## src/common/sm83Pkg.sv

```systemverilog
package sm83Pkg;

	typedef logic [7:0] byteT;	// Data, register and opcode byte.
	typedef logic [15:0] addrT;	// Memory address.
	typedef logic [3:0] flagsT;	// Flag nibble in Z N H C order.

	// Bit positions inside flagsT.
	localparam int FLAG_Z = 3;
	localparam int FLAG_N = 2;
	localparam int FLAG_H = 1;
	localparam int FLAG_C = 0;

	// Jump condition codes from the decoder.
	localparam logic [1:0] JCOND_NONE = 2'd0;
	localparam logic [1:0] JCOND_Z = 2'd1;
	localparam logic [1:0] JCOND_C = 2'd2;

	typedef enum logic [2:0] {
		ALU_PASS, ALU_ADD, ALU_SUB, ALU_AND, ALU_XOR, ALU_OR
	} aluOpT;

	typedef enum logic [2:0] {
		SEQ_FETCH, SEQ_DECODE, SEQ_READ_LO, SEQ_READ_HI,
		SEQ_EXECUTE, SEQ_WRITE, SEQ_HALTED
	} seqStateT;

	// Opcode bytes of the supported subset.
	localparam byteT OP_NOP = 8'h00;
	localparam byteT OP_LD_A_N = 8'h3E;
	localparam byteT OP_LD_B_N = 8'h06;
	localparam byteT OP_ADD_B = 8'h80;	// ADD A,B.
	localparam byteT OP_SUB_B = 8'h90;
	localparam byteT OP_AND_B = 8'hA0;
	localparam byteT OP_XOR_B = 8'hA8;
	localparam byteT OP_OR_B = 8'hB0;
	localparam byteT OP_LD_NN_A = 8'hEA;	// LD (a16),A.
	localparam byteT OP_JP = 8'hC3;
	localparam byteT OP_JP_Z = 8'hCA;
	localparam byteT OP_JP_C = 8'hDA;
	localparam byteT OP_HALT = 8'h76;

	localparam addrT RESET_PC = 16'h0000;	// First opcode fetch address.

endpackage

```

## src/design/core/busInterface.sv

```systemverilog
`timescale 1ns/1ps

module busInterface #(
	parameter int BUS_TIMEOUT = 64
) (
	input  logic CLK,
	input  logic reset,
	input  logic busStart,
	input  logic busWrite,
	input  sm83Pkg::addrT busAddr,
	input  sm83Pkg::byteT busWdata,
	output logic busDone,
	output sm83Pkg::byteT readData,
	output logic busError,
	output logic memReq,
	output logic memWe,
	output sm83Pkg::addrT memAddr,
	output sm83Pkg::byteT memWdata,
	input  sm83Pkg::byteT memRdata,
	input  logic memAck
);

	localparam int CNT_W = $clog2(BUS_TIMEOUT + 1);

	typedef enum logic [1:0] {BUS_IDLE, BUS_WAIT_HIGH, BUS_WAIT_LOW} busStateT;

	busStateT busState;
	logic [CNT_W-1:0] waitCount;	// Cycles spent on the current edge.
	logic timedOut;

	assign timedOut = (waitCount == CNT_W'(BUS_TIMEOUT));
	assign busDone = (busState == BUS_WAIT_LOW) && !memAck;	// Ack seen low.

	always_ff @(posedge CLK) begin
		if (reset) begin
			busState <= BUS_IDLE;
			memReq <= 1'b0;
			memWe <= 1'b0;
			busError <= 1'b0;
			waitCount <= '0;
		end else begin
			case (busState)
				BUS_IDLE: begin
					waitCount <= '0;
					if (busStart && !busError) begin
						memAddr <= busAddr;	// Held until the next start.
						memWdata <= busWdata;
						memWe <= busWrite;
						memReq <= 1'b1;
						busState <= BUS_WAIT_HIGH;
					end
				end
				BUS_WAIT_HIGH: begin
					if (memAck) begin
						if (!memWe)
							readData <= memRdata;	// Valid while ack is high.
						memReq <= 1'b0;
						waitCount <= '0;
						busState <= BUS_WAIT_LOW;
					end else if (timedOut) begin
						memReq <= 1'b0;
						busError <= 1'b1;	// Sticky until reset.
						busState <= BUS_IDLE;
					end else
						waitCount <= waitCount + 1'b1;
				end
				BUS_WAIT_LOW: begin
					if (!memAck)
						busState <= BUS_IDLE;
					else if (timedOut) begin
						busError <= 1'b1;
						busState <= BUS_IDLE;
					end else
						waitCount <= waitCount + 1'b1;
				end
				default: busState <= BUS_IDLE;
			endcase
		end
	end

endmodule

```

## src/design/core/dataPath.sv

```systemverilog
`timescale 1ns/1ps

module dataPath (
	input  logic CLK,
	input  logic reset,
	input  sm83Pkg::aluOpT aluOp,
	input  logic loadA,
	input  logic loadB,
	input  sm83Pkg::byteT operand,
	input  logic execStrobe,
	output sm83Pkg::byteT regA,
	output sm83Pkg::flagsT flags
);

	sm83Pkg::byteT regB;
	sm83Pkg::byteT aluResult;
	sm83Pkg::flagsT aluFlags;
	logic isAluOp;
	logic [8:0] wideSum;	// Bit 8 is the carry out.
	logic [8:0] wideDiff;	// Bit 8 is the borrow.
	logic [4:0] halfSum;
	logic [4:0] halfDiff;

	assign wideSum = {1'b0, regA} + {1'b0, regB};
	assign wideDiff = {1'b0, regA} - {1'b0, regB};
	assign halfSum = {1'b0, regA[3:0]} + {1'b0, regB[3:0]};	// Carry from bit 3.
	assign halfDiff = {1'b0, regA[3:0]} - {1'b0, regB[3:0]};	// Borrow from bit 4.
	assign isAluOp = (aluOp != sm83Pkg::ALU_PASS);

	always_comb begin
		aluResult = regA;
		aluFlags = flags;
		case (aluOp)
			sm83Pkg::ALU_ADD: begin
				aluResult = wideSum[7:0];
				aluFlags[sm83Pkg::FLAG_N] = 1'b0;
				aluFlags[sm83Pkg::FLAG_H] = halfSum[4];
				aluFlags[sm83Pkg::FLAG_C] = wideSum[8];
			end
			sm83Pkg::ALU_SUB: begin
				aluResult = wideDiff[7:0];
				aluFlags[sm83Pkg::FLAG_N] = 1'b1;
				aluFlags[sm83Pkg::FLAG_H] = halfDiff[4];
				aluFlags[sm83Pkg::FLAG_C] = wideDiff[8];
			end
			sm83Pkg::ALU_AND: begin
				aluResult = regA & regB;
				aluFlags[sm83Pkg::FLAG_N] = 1'b0;
				aluFlags[sm83Pkg::FLAG_H] = 1'b1;	// SM83 sets H on AND.
				aluFlags[sm83Pkg::FLAG_C] = 1'b0;
			end
			sm83Pkg::ALU_XOR, sm83Pkg::ALU_OR: begin
				aluResult = (aluOp == sm83Pkg::ALU_XOR) ? (regA ^ regB) : (regA | regB);
				aluFlags[sm83Pkg::FLAG_N] = 1'b0;
				aluFlags[sm83Pkg::FLAG_H] = 1'b0;
				aluFlags[sm83Pkg::FLAG_C] = 1'b0;
			end
			default: ;	// Pass keeps A and F.
		endcase
		if (isAluOp)
			aluFlags[sm83Pkg::FLAG_Z] = (aluResult == 8'h00);
	end

	always_ff @(posedge CLK) begin
		if (reset) begin
			regA <= '0;
			regB <= '0;
			flags <= '0;
		end else if (execStrobe) begin
			if (loadA)
				regA <= operand;
			else if (isAluOp)
				regA <= aluResult;	// Result always lands in A.
			if (loadB)
				regB <= operand;
			if (isAluOp)
				flags <= aluFlags;	// Loads leave F alone.
		end
	end

endmodule

```

## src/design/core/decoder.sv

```systemverilog
`timescale 1ns/1ps

module decoder (
	input  sm83Pkg::byteT ir,
	output logic [1:0] operandBytes,
	output sm83Pkg::aluOpT aluOp,
	output logic loadA,
	output logic loadB,
	output logic storeA,
	output logic isJump,
	output logic [1:0] jumpCond,
	output logic isHalt
);

	always_comb begin
		// NOP fields unless the opcode says otherwise.
		operandBytes = 2'd0;
		aluOp = sm83Pkg::ALU_PASS;
		loadA = 1'b0;
		loadB = 1'b0;
		storeA = 1'b0;
		isJump = 1'b0;
		jumpCond = sm83Pkg::JCOND_NONE;
		isHalt = 1'b0;
		case (ir)
			sm83Pkg::OP_LD_A_N: begin
				operandBytes = 2'd1;
				loadA = 1'b1;
			end
			sm83Pkg::OP_LD_B_N: begin
				operandBytes = 2'd1;
				loadB = 1'b1;
			end
			sm83Pkg::OP_ADD_B: aluOp = sm83Pkg::ALU_ADD;
			sm83Pkg::OP_SUB_B: aluOp = sm83Pkg::ALU_SUB;
			sm83Pkg::OP_AND_B: aluOp = sm83Pkg::ALU_AND;
			sm83Pkg::OP_XOR_B: aluOp = sm83Pkg::ALU_XOR;
			sm83Pkg::OP_OR_B: aluOp = sm83Pkg::ALU_OR;
			sm83Pkg::OP_LD_NN_A: begin
				operandBytes = 2'd2;	// Little endian a16.
				storeA = 1'b1;
			end
			sm83Pkg::OP_JP: begin
				operandBytes = 2'd2;
				isJump = 1'b1;
			end
			sm83Pkg::OP_JP_Z: begin
				operandBytes = 2'd2;
				isJump = 1'b1;
				jumpCond = sm83Pkg::JCOND_Z;
			end
			sm83Pkg::OP_JP_C: begin
				operandBytes = 2'd2;
				isJump = 1'b1;
				jumpCond = sm83Pkg::JCOND_C;
			end
			sm83Pkg::OP_HALT: isHalt = 1'b1;
			default: ;	// NOP and any unknown opcode.
		endcase
	end

endmodule

```

## src/design/core/sequencer.sv

```systemverilog
`timescale 1ns/1ps

module sequencer (
	input  logic CLK,
	input  logic reset,
	output sm83Pkg::byteT irOut,
	input  logic [1:0] operandBytes,
	input  logic isJump,
	input  logic [1:0] jumpCond,
	input  logic isHalt,
	input  logic storeA,
	input  sm83Pkg::flagsT flags,
	input  sm83Pkg::byteT regA,
	input  sm83Pkg::byteT readData,
	input  logic busDone,
	input  logic busError,
	output logic busStart,
	output logic busWrite,
	output sm83Pkg::addrT busAddr,
	output sm83Pkg::byteT busWdata,
	output sm83Pkg::byteT operand,
	output logic execStrobe,
	output logic loadIr,
	output logic halted
);

	sm83Pkg::seqStateT state;
	sm83Pkg::addrT pc;
	sm83Pkg::byteT ir;
	sm83Pkg::addrT operandLatch;	// Immediate byte or a16 operand.
	logic busBusy;	// An access is in flight.
	logic needBus;
	logic jumpTaken;

	assign needBus = (state == sm83Pkg::SEQ_FETCH) || (state == sm83Pkg::SEQ_READ_LO) ||
		(state == sm83Pkg::SEQ_READ_HI) || (state == sm83Pkg::SEQ_WRITE);

	// Condition check for JP, JP Z and JP C.
	always_comb begin
		case (jumpCond)
			sm83Pkg::JCOND_Z: jumpTaken = isJump && flags[sm83Pkg::FLAG_Z];
			sm83Pkg::JCOND_C: jumpTaken = isJump && flags[sm83Pkg::FLAG_C];
			default: jumpTaken = isJump;
		endcase
	end

	assign irOut = ir;
	assign operand = operandLatch[7:0];	// Low byte feeds the LD loads.
	assign busWrite = (state == sm83Pkg::SEQ_WRITE);
	assign busAddr = busWrite ? operandLatch : pc;	// Store target or code stream.
	assign busWdata = regA;
	assign execStrobe = (state == sm83Pkg::SEQ_EXECUTE);	// Exactly one cycle.
	assign halted = (state == sm83Pkg::SEQ_HALTED);

	always_ff @(posedge CLK) begin
		if (reset) begin
			state <= sm83Pkg::SEQ_FETCH;
			pc <= sm83Pkg::RESET_PC;
			busBusy <= 1'b0;
			busStart <= 1'b0;
			loadIr <= 1'b0;
		end else begin
			busStart <= 1'b0;	// Pulse by default.
			loadIr <= 1'b0;
			if (needBus && !busBusy && !busError) begin
				busStart <= 1'b1;	// Request one access.
				busBusy <= 1'b1;
			end
			if (busDone)
				busBusy <= 1'b0;
			case (state)
				sm83Pkg::SEQ_FETCH: begin
					if (busDone) begin
						ir <= readData;	// New opcode.
						pc <= pc + 16'd1;
						loadIr <= 1'b1;
						state <= sm83Pkg::SEQ_DECODE;
					end
				end
				sm83Pkg::SEQ_DECODE: begin
					if (isHalt)
						state <= sm83Pkg::SEQ_HALTED;
					else if (operandBytes == 2'd0)
						state <= sm83Pkg::SEQ_EXECUTE;	// ALU ops and NOP.
					else
						state <= sm83Pkg::SEQ_READ_LO;
				end
				sm83Pkg::SEQ_READ_LO: begin
					if (busDone) begin
						operandLatch[7:0] <= readData;
						pc <= pc + 16'd1;
						state <= (operandBytes == 2'd2) ? sm83Pkg::SEQ_READ_HI :
							sm83Pkg::SEQ_EXECUTE;
					end
				end
				sm83Pkg::SEQ_READ_HI: begin
					if (busDone) begin
						operandLatch[15:8] <= readData;
						pc <= pc + 16'd1;
						state <= storeA ? sm83Pkg::SEQ_WRITE : sm83Pkg::SEQ_EXECUTE;
					end
				end
				sm83Pkg::SEQ_EXECUTE: begin
					if (jumpTaken)
						pc <= operandLatch;	// Otherwise fall through.
					state <= sm83Pkg::SEQ_FETCH;
				end
				sm83Pkg::SEQ_WRITE: begin
					if (busDone)
						state <= sm83Pkg::SEQ_FETCH;
				end
				default: state <= sm83Pkg::SEQ_HALTED;	// Stays here until reset.
			endcase
		end
	end

endmodule

```

## src/design/core/sm83Core.sv

```systemverilog
`timescale 1ns/1ps

module sm83Core #(
	parameter int BUS_TIMEOUT = 64	// Cycles allowed for each memAck edge.
) (
	input  logic CLK,
	input  logic reset,
	input  sm83Pkg::byteT memRdata,
	input  logic memAck,
	output logic memReq,
	output logic memWe,
	output sm83Pkg::addrT memAddr,
	output sm83Pkg::byteT memWdata,
	output logic loadIr,	// Like SYNC of old processors.
	output logic halted,
	output logic busError
);

	// Decoder fields.
	sm83Pkg::byteT irOut;
	logic [1:0] operandBytes;
	sm83Pkg::aluOpT aluOp;
	logic loadA;
	logic loadB;
	logic storeA;
	logic isJump;
	logic [1:0] jumpCond;
	logic isHalt;

	// Data path links.
	sm83Pkg::byteT operand;
	logic execStrobe;
	sm83Pkg::byteT regA;
	sm83Pkg::flagsT flags;

	// Bus unit links.
	logic busStart;
	logic busWrite;
	sm83Pkg::addrT busAddr;
	sm83Pkg::byteT busWdata;
	logic busDone;
	sm83Pkg::byteT readData;

	sequencer seq_i (
		.CLK(CLK), .reset(reset), .irOut(irOut), .operandBytes(operandBytes),
		.isJump(isJump), .jumpCond(jumpCond), .isHalt(isHalt), .storeA(storeA),
		.flags(flags), .regA(regA), .readData(readData), .busDone(busDone),
		.busError(busError), .busStart(busStart), .busWrite(busWrite),
		.busAddr(busAddr), .busWdata(busWdata), .operand(operand),
		.execStrobe(execStrobe), .loadIr(loadIr), .halted(halted));

	decoder dec_i (
		.ir(irOut), .operandBytes(operandBytes), .aluOp(aluOp), .loadA(loadA),
		.loadB(loadB), .storeA(storeA), .isJump(isJump), .jumpCond(jumpCond),
		.isHalt(isHalt));

	dataPath dp_i (
		.CLK(CLK), .reset(reset), .aluOp(aluOp), .loadA(loadA), .loadB(loadB),
		.operand(operand), .execStrobe(execStrobe), .regA(regA), .flags(flags));

	busInterface #(.BUS_TIMEOUT(BUS_TIMEOUT)) biu_i (
		.CLK(CLK), .reset(reset), .busStart(busStart), .busWrite(busWrite),
		.busAddr(busAddr), .busWdata(busWdata), .busDone(busDone),
		.readData(readData), .busError(busError), .memReq(memReq), .memWe(memWe),
		.memAddr(memAddr), .memWdata(memWdata), .memRdata(memRdata), .memAck(memAck));

endmodule

```

## config.mk

```make
export PLATFORM = sky130hd
export DESIGN_NAME = sm83Core
export DESIGN_NICKNAME = d
export VERILOG_FILES = /design/src/common/sm83Pkg.sv /design/src/design/core/busInterface.sv /design/src/design/core/dataPath.sv /design/src/design/core/decoder.sv /design/src/design/core/sequencer.sv /design/src/design/core/sm83Core.sv
export SDC_FILE = /design/constraint.sdc
export NUM_CORES = 1
export LEC_CHECK = 0
export ABC_AREA = 1
export BUFFER_PORTS_ARGS = -buffer_cell sky130_fd_sc_hd__buf_2
export CORE_MARGIN = 4
export CORE_UTILIZATION = 35
export DETAILED_ROUTE_END_ITERATION = 16
export GPL_ROUTABILITY_DRIVEN = 0
export PLACE_DENSITY_LB_ADDON = 0.12
export SYNTH_ARGS = -nofsm -noshare
export SYNTH_HDL_FRONTEND = slang
export SYNTH_SLANG_ARGS = --single-unit
```

## constraint.sdc

```tcl
create_clock -name CLK -period 4.9 [get_ports CLK]
set_clock_uncertainty 0.1 [all_clocks]
set_input_delay 0.49 -clock CLK [delete_from_list [all_inputs] [get_ports CLK]]
set_output_delay 0.49 -clock CLK [all_outputs]
set_load 0.02 [all_outputs]
```

# == Word-level counts from Yosys, hierarchy flattened ==
# Index checks and enable logic that the tools add are counted.
# op_classes
n_bitwise,6
n_eq_ne,39
add_sub_neg,4
n_mux,46
n_reduce_logical,45
# op_table
op,count
$eq A8 B8 Y1 const B,9
$mux W16,3
$pmux W16 S2,1
$pmux W8 S4,1
$mux W8,3
$reduce_and A3 Y1,8
$mux W3,7
$mux W7,3
$pmux W7 S3,1
$pmux W3 S6,1
$add A16 B1 Y16 const B,1
$eq A3 B3 Y1 const B,5
$pmux W3 S5,1
$mux W1,14
$eq A3 B2 Y1 const B,4
$ne A2 B1 Y1 const B,5
$reduce_and A2 Y1,5
$add A8 B8 Y9,1
$sub A8 B8 Y9,1
$and A8 B8 Y8,1
$eq A8 B3 Y1 const B,1
$eq A8 B6 Y1 const B,1
$eq A8 B7 Y1 const B,1
$logic_not A8 Y1,1
other kinds (27),61
# totals
ff_bits,108
input_bits,11
word_cells,160
output_inout_bits,29

# == Depth between registers and ports, before layout ==
# Gate-level depths: netlist of run 1.
# depth
depth_word,7
depth_mapped,16
mapped_depth_nobuf,15

# == Modules after synthesis ==
# A second synthesis of run 1 with hierarchy kept.
# unflattened
hier_cells,905
hier_area_um2,6804.0
# by_module_without_submodules
module,area_per_inst_um2,cells_per_inst,n_inst
sequencer,2578.7,347,1
dataPath,2198.4,350,1
busInterface,1746.7,154,1
decoder,280.3,54,1

# == Worst setup path before layout of run 1 ==
# OpenSTA, ideal clock, no wires.
# synth_timing
kind,register -> register
from,register biu_i.busState[0]
to,register biu_i.memAddr[0] (enable)
arrival_time_ps,1914
path_slack_ps,2480
path_buffers,0
path_stages_with_launch,7
required_time_ps,4394
period_less_slack_ps,2420
setup_time_ps,406
cell_sequence,dfxtp_1 > inv_1 > ha_1 > inv_1 > nor2_1 > inv_1 > nor2_1
# synth_via
elab_chain_len,2
# synth_rtl
item,line_no,rtl
from (decl),busInterface.sv:27,busStateT busState;
from (signal assigned),busInterface.sv:36,busState <= BUS_IDLE;
from (signal assigned),busInterface.sv:50,busState <= BUS_WAIT_HIGH;
from (signal assigned),busInterface.sv:59,busState <= BUS_WAIT_LOW;
$logic_not A2 Y1,busInterface.sv:42,case (busState)
$reduce_and A3 Y1 (no source line),--,
to (signal assigned),busInterface.sv:46,memAddr <= busAddr;
to (decl),busInterface.sv:17,"output sm83Pkg::addrT memAddr,"
# No other way between the ends.
# A chain may end at the register's enable or synchronous reset.

# == Worst setup path in the final report of run 1 ==
# layout_timing
from,"register seq_i.ir[4], in the netlist seq_i.irOut[4]"
to,register seq_i.pc[10]
# layout_via
elab_chain_len,7
elab_cells_between_ends,13
# layout_rtl
item,line_no,rtl
from (decl),sequencer.sv:29,sm83Pkg::byteT ir;
from (signal assigned),sequencer.sv:74,ir <= readData;
$eq A8 B8 Y1,decoder.sv:25,case (ir)
$reduce_or A3 Y1 (no source line),--,
$mux W1,decoder.sv:25,
"$logic_and A1 B1 Y1, on equally long branches","sequencer.sv:42, sequencer.sv:41",
$pmux W1 S2 (*),sequencer.sv:40,case (jumpCond)
$ne A2 B2 Y1 (no source line) (*),--,
$reduce_and A3 Y1 (no source line) (*),--,
to (signal assigned),sequencer.sv:58,pc <= sm83Pkg::RESET_PC;
to (signal assigned),sequencer.sv:75,pc <= pc + 16'd1;
to (signal assigned),sequencer.sv:91,pc <= pc + 16'd1;
to (decl),sequencer.sv:28,sm83Pkg::addrT pc;
# Every way passes the cells marked *; elsewhere a longest branch is shown, timed or not.

==> flow_summary.ini, run 1 <==
[worst_hold_path]
hold-path-cell-count = 1
hold_class = input port to flip-flop

[yosys]
ys_top_cells_by_area = edfxtp_1, dfxtp_1, nand2_1
synth_top_cell_area_share_pct = 27.3
synthCells = 787
ys_seq_area_share_pct = 44.1
synth_nets = 833
synth_cell_types = 41
ys_ff_latch = 108
synth-edff-count = 56
async_reset_ff_share_pct = 0
synth.cell_area_um2 = 6170
synthFlopType = edfxtp_1
syn_avg_cell_area_um2 = 7.84
synth_top_area_cell = edfxtp_1
synthTopCellsByCount = nand2_1, inv_1, nor2_1, nand3_1
yosysMostFrequentCell = nand2_1
yosys_warnings = 0

[critical_path]
critPathKind = flip-flop to flip-flop
crit_fanout = 19
cp.required_ns = 5.03
cp-start-kind = flip-flop
critPathArrivalTime_ns = 2.94
r2r_cells = 11
timing.critical_path.to_type = flip-flop

[place]
io_buffers = 39
dp_slack_ns = 2.05
dpl.hpwl_mm = 11.8

[layout]
diodes = 0
syn_to_final_growth_pct = 11.6
layout.nets = 866
drive_above_1_share_pct = 11.2

[clock_network]
clkTransAtPathRegs_ns = 0.08
hold_buffers = 0
post_cts_buffers = 0
ctsLongestPathBuffers = 2
post_cts_resized = 0
numCtsBuffers = 9
cts_tree = done
h-tree-depth = 3
clk_latency_ns = 0.35
cts_root_buffer = clkbuf_16
clock-sinks = 108

[timing]
max_freq_ghz = 0.355
drv_slew = 0
finalSetupViolations = 0
final.period_utilization_pct = 57.5
slew-limit-headroom_pct = 29.1
hold_viol_final = 0
fin_tns_setup_ns = 0
timing.final.crit_period_ns = 2.82
worst_pin_slew_ns = 1.06
worst_slack_ns = 2.08
rsz0062_at_grt = false

[grt]
grt_max_degree = 31
grt_util_all_layers_pct = 16.5
antenna_found_initial = 0
grt-ovfl-total = 0
first_global_vias = 5128
grt_pass1_wl_mm = 26.2

[power_and_ir_drop]
peakVddDrop_uv = 168
p_leak_uw = 0.00295
seqPwrFrac_pct = 53.6
cellInternalPower_uw = 1370
p_switching_uw = 477
pwr-share-comb_pct = 6.6
p_clk_share_pct = 39.8
pwr_density_cell_nw_per_um2 = 269
swShare_pct = 25.8

[routing]
drtPass1Iterations = 5
antenna_left = 0
wire_per_inst_um = 15.3
avgViaCountPerCell = 5.04
num_vias = 5292
wl_mm = 16.1
drt_iter0_drc = 297
drcViolationCount = 0

[die]
placementRows = 48
pin_count = 40
core-area_um2 = 17300
start_util_pct = 35.7
die_w_um = 141
die_h_um = 141
die-area_um2 = 19800

[run]
maxCapViolations = 0

[outcome]
outcome = complete, no violations
[registers in the layout (all words and copies together), names as in the netlist, 2 cells and up]
name / cells
biu_i.busState: 2
biu_i.memAddr: 16
biu_i.memWdata: 8
biu_i.readData: 8
biu_i.waitCount: 7
dp_i.flags: 2
dp_i.regA: 8
dp_i.regB: 8
seq_i.irOut: 8
seq_i.operandLatch: 16
seq_i.pc: 16
seq_i.state: 3
[final timing paths]
check / start / endpoint / slack [ns]
setup reg to reg: seq_i.irOut[4]$_DFFE_PP_ / seq_i.pc[10]$_SDFFE_PP0P_ / 2.08
setup / recovery: seq_i.irOut[4]$_DFFE_PP_ / seq_i.pc[10]$_SDFFE_PP0P_ / 2.08
hold reg to reg: seq_i.busBusy$_SDFFE_PP0P_ / seq_i.busStart$_SDFF_PP0_ / 0.33
hold / removal: memRdata[1] / biu_i.readData[1]$_DFFE_PP_ / 0.20
[kinds of logic after synthesis]
family | synth area share [%]
simple gates | 27.0
compound gates | 11.8
buf+inv | 7.97
flops | 44.1
fa+ha+maj | 7.34
xor+xnor | 1.70
[power groups by stage]
| stage | logic [uW] | clock network [uW] | registers (uW) |
|---|---|---|---|
| 2_1_floorplan | 75.3 | 0 | 1020 |
| 3_3_place_gp | 122 | 0 | 1010 |
| 3_5_place_dp | 122 | 0 | 1010 |
| 4_1_cts | 123 | 767 | 991 |
| 5_1_grt | 138 | 805 | 994 |
| 6_report | 122 | 737 | 991 |
[per-layer routing]
metal | global-route usage (%) | routed length (um) | up-vias
li1 | - | - | 2671
met1 | 21.8 | 7430 | 2463
met2 | 26.8 | 7430 | 133
met3 | 3.87 | 877 | 25
met4 | 5.20 | 342 | 0
met5 | 0 | 0 | -
[metrics by stage]
step | power (uW) | hold WS [ns] | area, um^2 | utilization [%] | std cells
detailed placement | 1130 | 0.314 | 6580 | 38.0 | 1034
CTS | 1880 | 0.187 | 6880 | 39.8 | 1050
global route | 1940 | 0.179 | 6880 | 39.8 | 1050
finish | 1850 | 0.204 | 6880 | 39.8 | 1050
floorplan | 1100 | 0.299 | 6170 | - | 787
global placement | 1130 | 0.308 | 6580 | 38.0 | 1034
[final cells by class]
| class | count | area, um^2 |
|---|---|---|
| well taps | 225 | 282 |
| multi-input cells | 553 | 2960 |
| fillers | 1795 | 10400 |
| flip-flops and latches | 108 | 2720 |
| clock inverters | 7 | 78.8 |
| clock buffers | 9 | 225 |
| repair buffers | 42 | 218 |
| inverters | 106 | 399 |
[critical path: stages, from the launching register on]
cell and delay [ns]:
edfxtp_1 0.46, inv_2 0.11, nand2_1 0.07, nor2_1 0.13
nand4_1 0.11, ha_1 0.31, a211oi_1 0.22, o21ai_1 0.10
nand2_1 0.42, clkinv_2 0.35, o21ai_0 0.24, a31oi_1 0.06
[layout by cell type (no fill, tap or decap), types with 2 or more instances in the layout]
cell type and count:
clkbuf_16 9, nor3_2 6, clkinv_8 2, nor2_1 61, nand4_1 13, or2_2 2
inv_6 3, buf_4 3, nand2_2 3, a211oi_1 6, dfxtp_1 52, o21ai_1 6
nand3_1 60, xor2_1 12, ha_1 33, nor2_2 8, o211ai_1 8, nand3b_1 2
fa_1 2, nor3_1 12, nand2_1 199, buf_2 39, a2111oi_0 2, nor4_1 2
inv_1 96, a31oi_1 9, inv_2 9, a21oi_1 39, edfxtp_1 56, o21ai_0 56
Power figures use the tool's default switching activity.
==> run 2: changes to the inputs <==
==> constraint.sdc (replaced) <==
create_clock -name CLK -period 2.75 [get_ports CLK]
set_clock_uncertainty 0.1 [all_clocks]
set_input_delay 0.275 -clock CLK [delete_from_list [all_inputs] [get_ports CLK]]
set_output_delay 0.275 -clock CLK [all_outputs]
set_load 0.02 [all_outputs]
==> flow_summary.ini, run 2 (synthesis results as in run 1) <==
[routing]
num_vias = 5306
wl_mm = 16.2
drtPass1Iterations = 8
antenna_left = 0
drcViolationCount = 0
avgViaCountPerCell = 4.97
wire_per_inst_um = 15.2
drt_iter0_drc = 317

[critical_path]
cp_slowest_cell = edfxtp_1
cp_cell_sequence = nor2_2, nand3_1, nor3_2, ha_1, a211oi_1, o21ai_1, nand2_1, clkinv_2, o21ai_0, a31oi_1
crit_fanout = 19
cp-start-kind = flip-flop
r2r_start = seq_i.irOut[0]$_DFFE_PP_
r2r_cells = 10
critPathKind = flip-flop to flip-flop
cp_num_buf_inv = 1
cp.required_ns = 2.88
critPathMaxStageDelay_ns = 0.46
r2r_slack_ns = 0.39
timing.critical_path.to_type = flip-flop
crit_family = simple AND/OR/NAND/NOR gates
reg2reg_to = seq_i.pc[7]$_SDFFE_PP0P_
critPathArrivalTime_ns = 2.49

[grt]
grt_max_degree = 26
antenna_found_initial = 0
grt_pass1_wl_mm = 26.3
grt-ovfl-total = 0
first_global_vias = 5079
grt_util_all_layers_pct = 16.7

[timing]
rsz0062_at_grt = false
final.period_utilization_pct = 85.8
slew-limit-headroom_pct = 60.8
drv_slew = 0
max_freq_ghz = 0.424
timing.final.crit_period_ns = 2.36
finalSetupViolations = 0
worst_slack_ns = 0.391
worst_pin_slew_ns = 0.587
hold_viol_final = 0
fin_tns_setup_ns = 0

[worst_hold_path]
hold-path-cell-count = 4
min_to = biu_i.busError$_SDFFE_PP0P_
worstHoldStart = memAck
hold_class = input port to flip-flop

[outcome]
outcome = complete, no violations

[layout]
diodes = 0
final_core_util_pct = 40.6
fillCellCount = 1807
layout_commonest_cell = nand2_1
reg_top3 = biu_i.memAddr x16, seq_i.operandLatch x16, seq_i.pc x16
mostFrequentLayoutCells = nand2_1, inv_1, nor2_1
syn_to_final_growth_pct = 13.8
drive_above_1_share_pct = 12.0
stdcell_area_um2 = 7020
layout.nets = 884

[place]
dpl.hpwl_mm = 12.1
placed_area_um2 = 6650
io_buffers = 39
dp_slack_ns = 0.432

[clock_network]
hold_buffers = 8
numCtsBuffers = 9
clock-sinks = 108
ctsLongestPathBuffers = 2
post_cts_buffers = 0
cts_root_buffer = clkbuf_16
h-tree-depth = 3
post_cts_resized = 0
clkTransAtPathRegs_ns = 0.08
cts_tree = done
clk_latency_ns = 0.35

[die]
die-area_um2 = 19800
core-area_um2 = 17300
pin_count = 40
start_util_pct = 35.7
die_h_um = 141
die_w_um = 141
placementRows = 48

[power_and_ir_drop]
seqPwrFrac_pct = 53.7
p_switching_uw = 833
pwr_density_cell_nw_per_um2 = 468
finalPower_uw = 3280
pwr-share-comb_pct = 7.1
swShare_pct = 25.4
cellInternalPower_uw = 2450
peakVddDrop_uv = 330
p_clk_share_pct = 39.2
p_leak_uw = 0.00303

[run]
maxCapViolations = 0
==> run 2: through the flow <==
step,hold WS (ns),std cells
global route,0.303,1068
CTS,0.233,1068
global placement,0.310,1044
detailed placement,0.316,1044
floorplan,0.274,787
finish,0.245,1068
==> run 2: power by group through the flow <==
stage / Clock [uW] / Sequential (uW) / Combinational (uW)
after global placement: 0 / 1800 / 225
after global routing: 1380 / 1770 / 264
after floorplan: 0 / 1820 / 134
after CTS: 1320 / 1760 / 236
after detailed placement: 0 / 1800 / 227
final: 1290 / 1760 / 234
==> run 2: worst max path at each step <==
| stage | startpoint | to | slack [ns] | cells past startpoint |
|---|---|---|---|---|
| after floorplan | biu_i.busState[0]$_SDFFE_PP0P_ | biu_i.memAddr[0]$_DFFE_PP_ | 0.33 | 6 |
| after global placement | seq_i.irOut[5]$_DFFE_PP_ | seq_i.pc[4]$_SDFFE_PP0P_ | 0.48 | 11 |
| after detailed placement | seq_i.irOut[0]$_DFFE_PP_ | seq_i.pc[6]$_SDFFE_PP0P_ | 0.43 | 10 |
| after CTS | seq_i.irOut[0]$_DFFE_PP_ | seq_i.pc[3]$_SDFFE_PP0P_ | 0.41 | 10 |
| after global routing | seq_i.irOut[0]$_DFFE_PP_ | seq_i.pc[2]$_SDFFE_PP0P_ | 0.08 | 10 |
| final | seq_i.irOut[0]$_DFFE_PP_ | seq_i.pc[7]$_SDFFE_PP0P_ | 0.39 | 10 |
==> run 2: per-layer routing <==
layer	vias up	wire length (um)	track usage, %
li1	2707	-	-
met4	0	414	6.48
met2	150	7210	26.0
met3	26	772	2.71
met1	2423	7830	23.2
met5	-	0	0
==> run 2: area by class of cell <==
| class | count | area, um^2 | area share, % |
|---|---|---|---|
| clock buffer | 9 | 225 | 3.21 |
| clock inverter | 7 | 63.8 | 0.909 |
| inverter | 106 | 399 | 5.69 |
| multi-input combinational | 553 | 2960 | 42.1 |
| sequential | 108 | 2720 | 38.8 |
| tap | 225 | 282 | 4.01 |
| timing repair buffer | 60 | 373 | 5.31 |
==> run 2: worst register-to-register path: stages, from the launching register on <==
cell      delay [ns]
edfxtp_1        0.46
nor2_2          0.16
nand3_1         0.14
nor3_2          0.18
ha_1            0.26
a211oi_1        0.20
o21ai_1         0.09
nand2_1         0.11
clkinv_2        0.23
o21ai_0         0.25
a31oi_1         0.05
==> run 3: changes to the inputs <==
--- a/config.mk
+++ b/config.mk
@@ -14,4 +14,5 @@
 export PLACE_DENSITY_LB_ADDON = 0.12
 export SYNTH_ARGS = -nofsm -noshare
 export SYNTH_HDL_FRONTEND = slang
+export SYNTH_HIERARCHICAL = 1
 export SYNTH_SLANG_ARGS = --single-unit
==> constraint.sdc (replaced) <==
create_clock -name CLK -period 2.3 [get_ports CLK]
set_clock_uncertainty 0.1 [all_clocks]
set_input_delay 0.23 -clock CLK [delete_from_list [all_inputs] [get_ports CLK]]
set_output_delay 0.23 -clock CLK [all_outputs]
set_load 0.02 [all_outputs]
==> flow_summary.ini, run 3 <==
[yosys]
yosys_warnings = 6
syn_avg_cell_area_um2 = 7.51
synthCells = 880
synth_nets = 925
synth.cell_area_um2 = 6610

[power_and_ir_drop]
finalPower_uw = 4110
swShare_pct = 25.8
pwr-share-comb_pct = 10.4
seqPwrFrac_pct = 51.9
p_switching_uw = 1060
pwr_density_cell_nw_per_um2 = 533
peakVddDrop_uv = 334
cellInternalPower_uw = 3050
p_leak_uw = 0.00327
p_clk_share_pct = 37.7

[timing]
max_freq_ghz = 0.448
slew-limit-headroom_pct = 65.7
final.period_utilization_pct = 97.2
finalSetupViolations = 0
worst_pin_slew_ns = 0.513
drv_slew = 0
rsz0062_at_grt = true
fin_tns_setup_ns = 0
hold_viol_final = 0
timing.final.crit_period_ns = 2.23

[worst_hold_path]
hold_class = input port to flip-flop
worstHoldStart = memAck
min_to = biu_i/waitCount[6]$_SDFFE_PP0P_
hold-path-cell-count = 4

[layout]
mostFrequentLayoutCells = nand2_1, inv_1, nor2_1
layout.nets = 996
reg_top3 = biu_i/memAddr x16, seq_i/operandLatch x16, seq_i/pc x16
drive_above_1_share_pct = 20.2
diodes = 0
layout_commonest_cell = nand2_1
syn_to_final_growth_pct = 16.8
fin_cells = 1185

[clock_network]
clkTransAtPathRegs_ns = 0.07
numCtsBuffers = 9
cts_tree = done
clock-sinks = 108
h-tree-depth = 3
cts_root_buffer = clkbuf_16
ctsLongestPathBuffers = 2
clk_latency_ns = 0.36

[routing]
num_vias = 5760
drt_iter0_drc = 412
drtPass1Iterations = 5
antenna_left = 0
wire_per_inst_um = 14.4
avgViaCountPerCell = 4.86
m1WireLength_mm = 8.70
drcViolationCount = 0
wl_mm = 17.1
dr_wl_met2_mm = 7.52
dr_wl_met3_um = 660
top_layer = met4

[die]
start_util_pct = 36.2
die-area_um2 = 21100
core-area_um2 = 18300
placementRows = 49
die_w_um = 145
die_h_um = 145
pin_count = 40

[run]
maxCapViolations = 0

[critical_path]
critPathMaxStageDelay_ns = 0.37
cp.required_ns = 2.49
critPathKind = flip-flop to flip-flop
crit_fanout = 3
reg2reg_to = dp_i/flags[3]$_SDFFE_PP0P_
r2r_start = dp_i/regA[0]$_SDFFE_PP0P_
cp_slowest_cell = fa_2
timing.critical_path.to_type = flip-flop
crit_top_cell = nand3_1
cp_cell_sequence = buf_4, ha_1, fa_2, nand2_1, nand3_2, nand3b_1, nand3_1, nand3_1, nand2_1, nor3_2, nand3_1, a21oi_2
r2r_cells = 12
cp-start-kind = flip-flop
r2r_slack_ns = 0.07
critPathArrivalTime_ns = 2.43

[place]
dpl.hpwl_mm = 12.8
dp.cells = 1147
io_buffers = 39

[grt]
grt-ovfl-total = 0
grt_max_degree = 32
first_global_vias = 5303
antenna_found_initial = 0
grt_pass1_wl_mm = 27.6
grt_util_all_layers_pct = 16.0

[outcome]
outcome = complete, no violations
## run 3: through the flow
stage	area, um^2	hold WS, ns	utilization [%]	worst slack [ns]
floorplan	6610	0.199	-	0.00611
detailed placement	7150	0.308	39.1	-0.0178
global placement	7150	0.307	39.1	0.00208
CTS	7540	0.170	41.2	0.000552
global route	7710	0.197	42.2	-0.155
finish	7710	0.187	42.2	0.0654
## run 3: worst max path at each step
stage / from / endpoint / cells past startpoint / slack, ns
after floorplan: biu_i/busState[0]$_SDFFE_PP0P_ / biu_i/memAddr[0]$_DFFE_PP_ / 4 / 0.006
after global placement: seq_i/irOut[2]$_DFFE_PP_ / dp_i/regA[0]$_SDFFE_PP0P_ / 11 / 0.002
after detailed placement: seq_i/irOut[2]$_DFFE_PP_ / dp_i/regA[0]$_SDFFE_PP0P_ / 11 / -0.02
after CTS: dp_i/regA[0]$_SDFFE_PP0P_ / dp_i/flags[0]$_SDFFE_PP0P_ / 13 / 0.0006
after global routing: seq_i/irOut[4]$_DFFE_PP_ / dp_i/flags[3]$_SDFFE_PP0P_ / 17 / -0.15
final: dp_i/regA[0]$_SDFFE_PP0P_ / dp_i/flags[3]$_SDFFE_PP0P_ / 12 / 0.07
## run 3: critical path, delay by kind of cell, from the launching register on
| family | cells | cell delay [ns] |
|---|---|---|
| and+or+nand+nor | 8 | 0.90 |
| adders and majority gates | 2 | 0.60 |
| DFF | 1 | 0.31 |
| buffers and inverters | 1 | 0.13 |
| AOI/OAI and AO/OA | 1 | 0.13 |
## run 3: metal layers
| metal | vias up | track usage [%] |
|---|---|---|
| met1 | 2636 | 23.6 |
| met4 | 0 | 4.04 |
| met5 | - | 0 |
| met2 | 112 | 23.8 |
| met3 | 16 | 3.52 |
| li1 | 2996 | - |
## run 3: layout make-up
class                           instances  area [um^2]
Fill cell                            1874        10600
Clock inverter                          6         46.3
Multi-Input combinational cell        614         3260
Tap cell                              229          287
Timing Repair Buffer                   98          694
Inverter                              120          459
Sequential cell                       108         2720
Clock buffer                           10          250
## run 3: what timing repair did
action	CTS	global route
buffers inserted	0	14
pin swaps	0	6
hold buffers	8	0
gates resized for setup	2	23
hold endpoints to repair	8	0
endpoints found under the setup margin	1	26
## run 3: power groups by stage
| stage | clock (uW) | combinational, uW | sequential [uW] |
|---|---|---|---|
| 4_1_cts | 1620 | 433 | 2140 |
| 3_3_place_gp | 0 | 423 | 2180 |
| 5_1_grt | 1680 | 484 | 2140 |
| 6_report | 1550 | 428 | 2140 |
| 2_1_floorplan | 0 | 263 | 2210 |
| 3_5_place_dp | 0 | 423 | 2180 |
